$ cat config.mk
export PLATFORM = sky130hd
export DESIGN_NAME = input_debouncer
export DESIGN_NICKNAME = d
export VERILOG_FILES = /design/src/minimux_pkg.sv /design/src/input_debouncer.sv
export SDC_FILE = /design/constraint.sdc
export NUM_CORES = 1
export LEC_CHECK = 0
export BUFFER_PORTS_ARGS = -buffer_cell sky130_fd_sc_hd__buf_4
export CORE_MARGIN = 4
export CORE_UTILIZATION = 49
export DETAILED_ROUTE_END_ITERATION = 8
export GPL_TIMING_DRIVEN = 1
export PLACE_DENSITY = 0.81
export SLEW_MARGIN = 10
export SYNTH_ARGS = -nofsm -noshare
export SYNTH_HDL_FRONTEND = slang
export SYNTH_SLANG_ARGS = --single-unit
$ cat constraint.sdc
create_clock -name i_clk100 -period 3.5 [get_ports i_clk100]
set_input_delay 0 -clock i_clk100 [delete_from_list [all_inputs] [get_ports i_clk100]]
set_output_delay 0 -clock i_clk100 [all_outputs]
set_load 0.01 [all_outputs]
$ cat src/minimux_pkg.sv
//----------------------------------------
// Shared types and widths of the 32 channel
// mini-multiplexer board controller
// Imported by every RTL module
//----------------------------------------

package minimux_pkg;

    //----------------------------------------
    // Converter sync
    //----------------------------------------

    // Output behaviour of a sync pin
    typedef enum logic [1:0] {
        sync_clocked = 2'd0,  // Divided clk100
        sync_high_z  = 2'd1,  // Pin released
        sync_fixed_0 = 2'd2,
        sync_fixed_1 = 2'd3
    } sync_mode_t;

    //----------------------------------------
    // Channel mapping
    //----------------------------------------

    localparam int N_SENDERS = 32;

    typedef logic [5:0] muxch_t;   // [5] idle, [4:0] sender 0..31
    typedef logic [4:0] mux_sel_t; // [4] bank (0 = mux 1), [3:0] address

    //----------------------------------------
    // Encoder and status
    //----------------------------------------

    localparam int DEBOUNCE_W = 16;
    localparam int COUNT_W    = 16; // Signed position
    localparam int ERR_W      = 8;  // Saturating
    localparam int N_OVLD     = 4;
    localparam int N_STATUS   = 3;

    // Bit positions in the status word
    typedef enum logic [1:0] {
        st_ovld = 2'd0,
        st_sflt = 2'd1,
        st_inc  = 2'd2
    } status_bit_t;

endpackage

$ cat src/input_debouncer.sv
//----------------------------------------
// Level filter, passes the input once it
// has been stable for i_width+1 cycles
//----------------------------------------

`timescale 1ns/1ps

module input_debouncer import minimux_pkg::*; (
    input  logic                  i_clk100,
    input  logic                  pre_reset,
    input  logic [DEBOUNCE_W-1:0] i_width,
    input  logic                  i_signal,
    output logic                  o_signal
);

    logic                  sample;  // Last seen level
    logic [DEBOUNCE_W-1:0] cnt;     // Stable cycles

    always_ff @(posedge i_clk100 or posedge pre_reset) begin
        if (pre_reset) begin
            sample   <= 1'b0;
            cnt      <= '0;
            o_signal <= 1'b0;
        end else begin
            sample <= i_signal;
            if (i_signal != sample) begin
                cnt <= '0;  // Restart on any change
            end else if (cnt < i_width) begin
                cnt <= cnt + 1'b1;
            end else begin
                o_signal <= sample;
            end
        end
    end

endmodule

* Word level (Yosys, flattened, before mapping)
Index checks and enable logic that the tools add are counted.
** Word-level totals
- Bits in latches :: 0
- Logic and storage cells :: 12
- Output and inout bits :: 1
- Bits in read-only memories :: 0
- Memories kept :: 0
- RAM bits :: 0
- Flip-flop bits (word level) :: 18
** Operators by class
- Bitwise gates (word level) :: 2
- Divide/modulo/power cells :: 0
- Mux-type cells :: 2
- Order comparisons :: 1
- Multipliers :: 0
- Add/sub/neg operators :: 1
- Reductions and logical operators :: 2
- Shift operators :: 0
- Equal/unequal tests :: 1
** Operator list (count)
- 16-bit 2-to-1 mux :: 2
- 16-bit by 1-bit adder with 16-bit output (second input constant) :: 1
- 16-bit < comparator :: 1
- 1-bit inverter :: 2
- 2-bit AND reduction :: 1
- 2-bit nonzero test :: 1
- 1-bit != test :: 1

* Depth between registers and ports, before layout
Gate-level depths: netlist of the first run.
- Word-level depth :: 3
- Depth in mapped cells :: 9

* Least setup slack after synthesis of the first run
No wires, ideal clock.
- Path type :: register to register
- From :: reg cnt[13]
- To :: reg cnt[10]
- Setup slack :: 1.256 ns
- Buffers on the path :: 1
- Data required time :: 3.422 ns
- Stages on the path, launching flop included :: 8
- Arrival time :: 2.166 ns
- Cells stage by stage :: dfrtp_1 -> ha_1 -> a21o_1 -> a21o_1 -> a221o_1 -> clkbuf_1 -> or4_1 -> a21oi_1
** Between the ends
- Word-level cells in the longest chain between the ends :: 2
** Ends and longest elaborated chain
- start, declared :: line input_debouncer.sv:17 : logic [DEBOUNCE_W-1:0] cnt;
- start signal, assigned :: line input_debouncer.sv:29 : cnt <= cnt + 1'b1;
- 16-bit < comparator :: line input_debouncer.sv:28 : end else if (cnt < i_width) begin
- 2-bit nonzero test (no source line)
Every way passes these cells.
A chain may end at the register's enable or synchronous reset.

* Worst setup path after layout of the first run
- From :: reg cnt[13]
- To :: reg cnt[7]
Same word-level chain as after synthesis.

==> results of run 1 <==
layer usage:
layer / GRT usage [%] / up-vias / share of wire [%]
met1: 23.70 / 589 / 46
met4: 3.715 / 0 / 0.57
met3: 3.774 / 2 / 5.8
met2: 30.97 / 28 / 48
met5: 0 / - / 0
li1: - / 627 / -
area by class of cell:
cell class	count	area (sq um)	area share, %
Clock buffer	4	36.28	2.278
Timing Repair Buffer	21	162.7	10.21
Multi-Input combinational cell	116	844.6	53.02
Sequential cell	18	450.4	28.28
Tap cell	31	38.79	2.435
Inverter	16	60.06	3.771
critical path, stage by stage (launching register included):
cell and delay (ps):
dfrtp_1 440, ha_1 330, a21o_1 160, a21o_1 180, a221o_1 610, or4_1 580, a21oi_1 170
stage by stage:
stage	setup slack [ps]	utilization, %	hold slack, ps	instance area [sq um]
floorplan	1256	-	-61.43	1386
global placement	1085	56.20	153.3	1536
detailed placement	992.2	56.20	153.9	1536
CTS	960.6	58.26	366.9	1593
global route	816.0	58.26	385.3	1593
finish	950.9	58.26	350.4	1593
power breakdown:
part,switching (mW),internal [mW],leakage (nW)
combinational,0.0365,0.0381,0.544
sequential,0.00723,0.214,0.241
clock,0.0691,0.0635,0.0210
logic make-up (layout without fill, tap and decap cells):
| kind of cell | Yosys count | count (layout) | synth area share (%) |
|---|---|---|---|
| XOR/XNOR | 2 | 2 | 1.264 |
| adder cells (fa/ha/maj) | 16 | 16 | 14.44 |
| buffers and inverters | 22 | 41 | 6.588 |
| AND/OR/NAND/NOR | 55 | 55 | 23.56 |
| multiplexers | 4 | 4 | 2.888 |
| flip-flops | 18 | 18 | 32.49 |
| AO/OA/AOI/OAI | 39 | 39 | 18.77 |
path summary, 6_finish.rpt:
check / to / slack [ps] / depth (start not counted)
min in group i_clk100: cnt[1]$_DFFE_PP0P_ / 370 / 6
max in group asynchronous: cnt[0]$_DFFE_PP0P_ / 2700 / 3
hold / removal: cnt[15]$_DFFE_PP0P_ / 350 / 3
setup reg to reg: cnt[7]$_DFFE_PP0P_ / 950 / 6
hold reg to reg: o_signal$_DFFE_PP0P_ / 560 / 2
setup / recovery: cnt[7]$_DFFE_PP0P_ / 950 / 6
synthesized netlist by cell type (2+ instances only):
master / n
a21o_1: 2
a21oi_1: 15
and2_1: 2
and3_1: 5
and4_1: 2
clkbuf_1: 3
dfrtp_1: 18
ha_1: 16
inv_1: 16
mux2i_1: 4
nand2_1: 9
nand2b_1: 4
nand3_1: 12
nand4_1: 6
nor3_1: 2
o21ai_0: 2
o21ai_1: 3
o31ai_1: 10
or4_1: 10
cells in the final DEF (no fill, tap or decap), drive strengths merged:
cell type    count
a2111o           1
a21o             2
a21oi           15
a221o            1
a221oi           1
a311oi           1
a31o             1
a31oi            1
and2             2
and3             5
and4             2
buf             19
clkbuf           4
dfrtp           18
dlygate4sd3      2
ha              16
inv             16
mux2i            4
nand2            9
nand2b           5
nand3           12
nand4            6
nor2             1
nor3             2
o211ai           1
o21ai            5
o31ai           10
or3              1
or4             10
xnor2            1
xor2             1
sequential cells by signal, indices dropped and copies added (netlist names):
name	count
o_signal	1
sample	1
cnt	16
repair_timing:
item,4_1_cts,5_1_grt
hold buffers,2,0
endpoints found under the hold margin,20,0
resized for setup,0,0
==> results_dict.tcl, run 1 <==
set metrics [dict create \
    cts_buffers 3 \
    vias_per_cell 6.049 \
    synthTopCellsByArea "dfrtp_1 (32%), ha_1 (14%), a21oi_1 (5.4%)" \
    finClkSkew_ps 13.87 \
    critical_path_class "flop to flop" \
    die_w_microns 61.19 \
    worst_slew_pin_slew_ps 937.0 \
    die_area_sq_um 3744 \
    syn_avg_cell_area_sq_um 8.887 \
    finalCriticalPeriod_ps 2549 \
    synth_cells 156 \
    htree_levels 1 \
    cts_tree "done" \
    fin_setup_tns_ps 0 \
    grt_pass1_vias 1157 \
    initial_core_util_pct 50.71 \
    clk-insertion-delay-late_ps 310 \
    p_leak_nw 0.8061 \
    synth-seq-cells 18 \
    rr_startpoint "cnt[13]$_DFFE_PP0P_" \
    synthFlopType "dfrtp_1" \
    dpl.cell_count 200 \
    status "complete, no violations" \
    grt_max_degree 25 \
    rows 19 \
    power_density_nw_per_um2 269.1 \
    async_flop_share_pct 100.0 \
    syn_area_sq_um 1386 \
    instances_no_fill 206 \
    worstSetupEndpointType "flop" \
    vdd_drop_max_v 0.0002395 \
    drt_iter0_drc 63 \
    total_power_mw 0.4286 \
    path_clk_slew_ps 120 \
    fmax_ghz 0.3923 \
    postCtsSetupBuffers 0 \
    areaGrowthSynthToFinish_pct 14.89 \
    hold_viol 0 \
    grt_pass1_wl_microns 5057 \
    yosysTopAreaCellShare_pct 32.49 \
    wl_per_cell_microns 14.37 \
    finalCritPeriodShare_pct 72.83 \
    ios 20 \
    crit_path_max_fanout 24 \
    first_pass_iters 4 \
    fillers 259 \
    track_usage_pct 18.13 \
    ys_warn_count 0 \
    final_layout_size_suffix_gt1_share_pct 14.29 \
    cp-start-kind "flop" \
    vias 1246 \
    yosys.area.top_type "dfrtp_1" \
    drc 0 \
    antenna_found_initial 0 \
    setup_viol 0 \
    grt_overflow 0 \
    die_y_microns 61.19 \
    synth_edf_count 0 \
    ys_seq_area_share_pct 32.49 \
    clockBufferDepth 2 \
    nets 211 \
    cp.arrival_ps 2780 \
    rsz0062_at_grt "no" \
    relSlewSlack_pct 37.32 \
    core-area_sq_um 2734 \
    final_antenna_net_count 0 \
    cap_viol_max_count 0 \
    ys_types 34 \
    synth_nets 191 \
    cts_root_buf "clkbuf_4" \
    cp-startpoint "cnt[13]$_DFFE_PP0P_" \
    diodes 0 \
    slew_viol_final 0 \
    required_ps 3730 \
    clock-sinks 18 \
    detailed_place_hpwl_microns 2261 \
    drt_wl_total_microns 2960 \
    gp_congestion 0.8161 \
    hp-class "primary input to async pin" \
    placement.io_buffers 19 \
]
Power figures use the tool's default switching activity.
==> run 2, diff against run 1 <==
Clock period 3.5 ns to 2.6 ns, I/O delays scaled along.
==> results_dict.tcl, run 2 (synthesis results as in run 1) <==
set metrics [dict create \
    grt_pass1_vias 1215 \
    ios 20 \
    fin_setup_tns_ps 0 \
    die_w_microns 61.19 \
    grt_util_met3_pct 1.887 \
    hold_viol 0 \
    required_ps 2810 \
    gp_congestion 0.8358 \
    grt_overflow 0 \
    initial_core_util_pct 50.71 \
    grt_util_met1_pct 22.25 \
    wl_per_cell_microns 15.23 \
    drc 0 \
    largest_reg_flops 16 \
    placement.io_buffers 19 \
    fmax_ghz 0.4101 \
    slew_viol_final 0 \
    fin_area_sq_um 1595 \
    multi_input_area_sq_um 845.8 \
    worst_slew_pin_slew_ps 914.2 \
    relSlewSlack_pct 38.85 \
    final_layout_size_suffix_gt1_share_pct 15.34 \
    htree_levels 1 \
    grt_busiest_layer "met2" \
    path_common_cell "a21o_1" \
    register_area_sq_um 450.4 \
    drt_iter0_drc 45 \
    areaGrowthSynthToFinish_pct 15.07 \
    clock-sinks 18 \
    die_area_sq_um 3744 \
    power_density_nw_per_um2 338.0 \
    vdd_drop_max_v 0.0002535 \
    cts_root_buf "clkbuf_4" \
    die_y_microns 61.19 \
    fillers 246 \
    critical_path_class "flop to flop" \
    reg_top3 "cnt (16), o_signal (1), sample (1)" \
    vias_per_cell 6.271 \
    final_cell_mix "buf_4 (21), dfrtp_1 (18), inv_1 (16), ha_1 (16), a21oi_1 (15)" \
    placed_cell_area_sq_um 1551 \
    setup_viol 0 \
    cap_viol_max_count 0 \
    track_usage_pct 18.34 \
    detailed_place_hpwl_microns 2414 \
    core-area_sq_um 2734 \
    rsz0062_at_grt "no" \
    worstSetupEndpointType "flop" \
    p_leak_nw 0.8089 \
    instances_no_fill 207 \
    finalCriticalPeriod_ps 2438 \
    mostFrequentLayoutCell "buf_4" \
    path_cells "ha_1, a21o_1, a21o_1, a221o_2, or4_1, a21oi_1" \
    crit_path_max_fanout 21 \
    cts_tree "done" \
    first_pass_iters 4 \
    pre_cts_ws_ps 126.6 \
    critPathSlowestCell "a221o_2" \
    top_register "cnt" \
    critical_path.max_stage_delay_ps 540 \
    cp.arrival_ps 2650 \
    cts_buffers 3 \
    nets 213 \
    dpl.cell_count 202 \
    finClkSkew_ps 1.448 \
    hold_ws_ps 365.6 \
    clockBufferDepth 2 \
    finalCritPeriodShare_pct 93.78 \
    clk-insertion-delay-late_ps 290 \
    fin_ws_ps 161.7 \
    path_clk_slew_ps 100 \
    diodes 0 \
    status "complete, no violations" \
    antenna_found_initial 0 \
    final_antenna_net_count 0 \
    drt_wl_total_microns 3153 \
    vias 1298 \
    use_met2_pct 33.84 \
    hp-class "primary input to async pin" \
    grt_pass1_wl_microns 5161 \
    rows 19 \
    total_power_mw 0.5392 \
    grt_max_degree 25 \
    cp-start-kind "flop" \
    fin_util_pct 58.35 \
]
==> run 2: changes by cell type in the layout (fill, tap and decap cells not counted) <==
cell	previous run	this run
clkbuf_8	1	0
buf_4	19	21
a221o_2	0	1
a221o_1	1	0
==> run 2: worst paths after layout <==
| path | from | to | slack [ps] | cells after the start |
|---|---|---|---|---|
| max reg2reg | cnt[13]$_DFFE_PP0P_ | cnt[8]$_DFFE_PP0P_ | 160 | 6 |
| min in group i_clk100 | i_signal | sample$_DFF_PP0_ | 400 | 2 |
| min | pre_reset | cnt[4]$_DFFE_PP0P_ | 370 | 3 |
| min reg2reg | o_signal$_DFFE_PP0P_ | o_signal$_DFFE_PP0P_ | 570 | 2 |
| max | cnt[13]$_DFFE_PP0P_ | cnt[8]$_DFFE_PP0P_ | 160 | 6 |
| max in group asynchronous | pre_reset | cnt[12]$_DFFE_PP0P_ | 1790 | 3 |
==> run 2: timing repair <==
action,CTS,global route
resized for setup,0,1
setup buffers,0,0
hold buffers,2,0
hold endpoints to repair,20,0
endpoints found under the setup margin,0,9
==> run 2: area by class of cell <==
class | instances | area share [%]
timing repair buffer | 23 | 11.14
clock buffer | 3 | 1.412
multi-input combinational | 116 | 53.02
tap | 31 | 2.431
inverter | 16 | 3.765
sequential | 18 | 28.24
==> run 2: critical path: cells and delay by family (launching register included) <==
| family | cells | cell delay, ps |
|---|---|---|
| AO/OA/AOI/OAI | 4 | 1070 |
| adder cells (fa/ha/maj) | 1 | 330 |
| flip-flops | 1 | 450 |
| AND/OR/NAND/NOR | 1 | 500 |
==> run 2: metal layers <==
| layer | wire length (microns) | part of all wire [%] |
|---|---|---|
| met1 | 1389 | 44 |
| met2 | 1573 | 50 |
| met3 | 156 | 4.9 |
| met4 | 34 | 1.1 |
| met5 | 0 | 0 |
==> run 2: where the power goes <==
group          internal (mW)  switching [mW]  total [mW]  leakage [nW]
logic                 0.0506          0.0496       0.100         0.554
registers              0.288         0.00984       0.298         0.241
clock network         0.0540          0.0868       0.141        0.0138
total                  0.393           0.146       0.539         0.809
==> run 3, diff against run 2 <==
--- a/config.mk
+++ b/config.mk
@@ -7,4 +7,5 @@
 export LEC_CHECK = 0
 export BUFFER_PORTS_ARGS = -buffer_cell sky130_fd_sc_hd__buf_4
+export CORE_ASPECT_RATIO = 0.75
 export CORE_MARGIN = 4
 export CORE_UTILIZATION = 49
==> constraint.sdc (replaced) <==
create_clock -name i_clk100 -period 2.6 [get_ports i_clk100]
set_input_delay 0 -clock i_clk100 [delete_from_list [all_inputs] [get_ports i_clk100]]
set_output_delay 0 -clock i_clk100 [all_outputs]
set_load 0.1 [all_outputs]
==> results_dict.tcl, run 3 (synthesis results as in run 1) <==
set metrics [dict create \
    p_leak_nw 0.8235 \
    drt_wl_total_microns 3263 \
    diodes 0 \
    die_area_sq_um 3753 \
    rows 16 \
    top_register "cnt" \
    postCtsSetupBuffers 0 \
    areaGrowthSynthToFinish_pct 17.78 \
    drc 0 \
    worstSetupEndpointType "flop" \
    clock-sinks 18 \
    crit_path_max_fanout 18 \
    critical_path.max_stage_delay_ps 550 \
    status "complete, no violations" \
    die_y_microns 54.07 \
    detailed_place_hpwl_microns 2454 \
    grt_pass1_wl_microns 5278 \
    power_density_nw_per_um2 388.8 \
    largest_reg_flops 16 \
    mostFrequentLayoutCell "buf_4" \
    initial_core_util_pct 52.07 \
    path_cells "ha_1, a21o_1, a21o_1, a221o_1, or4_1, a21oi_1" \
    vias_per_cell 6.085 \
    path_depth 6 \
    finalCritPeriodShare_pct 93.65 \
    htree_levels 1 \
    fmax_ghz 0.4107 \
    die_w_microns 69.42 \
    cp-start-kind "flop" \
    cts_root_buf "clkbuf_8" \
    cp_top_family "compound AO/OA/AOI/OAI gates" \
    grt_overflow 0 \
    vdd_drop_max_v 0.0002159 \
    reg_top3 "cnt (16), o_signal (1), sample (1)" \
    critical_path_class "flop to flop" \
    relSlewSlack_pct 36.86 \
    required_ps 2770 \
    path_common_cell "a21o_1" \
    nets 213 \
    ios 20 \
    rr_worst_depth 6 \
    fillers 230 \
    cts_buffers 3 \
    cts_resized 0 \
    drt_iter0_drc 115 \
    final_layout_size_suffix_gt1_share_pct 15.25 \
    critPathSlowestCell "a221o_1" \
    wl_per_cell_microns 15.32 \
    placement.io_buffers 19 \
    first_pass_iters 5 \
    antenna_found_initial 0 \
    worst_slew_pin_slew_ps 943.9 \
    cts_tree "done" \
    rsz0062_at_grt "no" \
    grt_max_degree 25 \
    total_power_mw 0.6348 \
    hold_viol 0 \
    gp_congestion 0.8204 \
    finClkSkew_ps 5.604 \
    finalCriticalPeriod_ps 2435 \
    clockBufferDepth 2 \
    clk-insertion-delay-late_ps 260 \
    grt_pass1_vias 1191 \
    hp-class "primary input to async pin" \
    slew_viol_final 0 \
    core-area_sq_um 2663 \
    cp.arrival_ps 2610 \
    final_antenna_net_count 0 \
    fin_setup_tns_ps 0 \
    cap_viol_max_count 0 \
    track_usage_pct 17.56 \
    path_clk_slew_ps 70 \
    final_cell_mix "buf_4 (21), dfrtp_1 (18), inv_1 (16), ha_1 (16), a21oi_1 (15)" \
    path_buf_inv 0 \
    setup_viol 0 \
    vias 1296 \
]
-- run 3: changes by cell type in the layout (fill, tap and decap cells not counted) --
| cell | before | now |
|---|---|---|
| clkbuf_8 | 0 | 4 |
| a221o_1 | 0 | 1 |
| clkbuf_4 | 3 | 0 |
| a221o_2 | 1 | 0 |
-- run 3: path summary, 6_finish.rpt --
kind                                        to                start  slack [ps]
hold reg to reg            cnt[15]$_DFFE_PP0P_  cnt[15]$_DFFE_PP0P_         570
setup reg to reg           cnt[11]$_DFFE_PP0P_  cnt[13]$_DFFE_PP0P_         170
min in group i_clk100       cnt[1]$_DFFE_PP0P_          i_width[15]         450
max in group asynchronous  cnt[12]$_DFFE_PP0P_            pre_reset        1730
setup / recovery           cnt[11]$_DFFE_PP0P_  cnt[13]$_DFFE_PP0P_         170
hold / removal             cnt[14]$_DFFE_PP0P_            pre_reset         420
-- run 3: through the flow --
stage,worst slack [ps],area [sq um],utilization [%],hold slack [ps],cells
floorplan,356.1,1386,-,-61.43,156
finish,165.0,1633,61.33,415.2,213
CTS,180.8,1633,61.33,425.5,213
global placement,277.9,1558,58.51,131.0,207
global route,44.79,1633,61.33,464.8,213
detailed placement,196.4,1558,58.51,147.1,207
-- run 3: repair_timing --
| item | CTS | global route |
|---|---|---|
| hold buffers | 2 | 0 |
| setup endpoints to repair | 0 | 0 |
| endpoints found under the hold margin | 19 | 0 |
-- run 3: worst register-to-register path, delay by kind of cell, from the launching register on --
kind,cells,cell delay [ps]
AO/OA/AOI/OAI,4,1050
adder cells (fa/ha/maj),1,320
flip-flops,1,430
AND/OR/NAND/NOR,1,550
-- run 3: where the power goes --
group          internal, mW  leakage, nW  switching [mW]
clock network         0.135       0.0288          0.0986
logic                0.0507        0.553          0.0489
registers             0.288        0.241          0.0135
-- run 3: metal layers --
metal  GRT usage [%]  share of wire, %  up-vias
met3           2.239               6.5        4
met4           6.494               1.1        0
li1                -                 -      633
met2           30.70                47       53
met1           22.76                45      606
met5               0                 0        -
-- run 3: final cells by class --
cell class                 count  area (sq um)  area share, %
multi-input combinational    116         844.6          51.72
sequential                    18         450.4          27.59
timing repair buffer          23         177.7          10.88
inverter                      16         60.06          3.678
clock buffer                   4         55.05          3.372
tap                           36         45.04          2.759
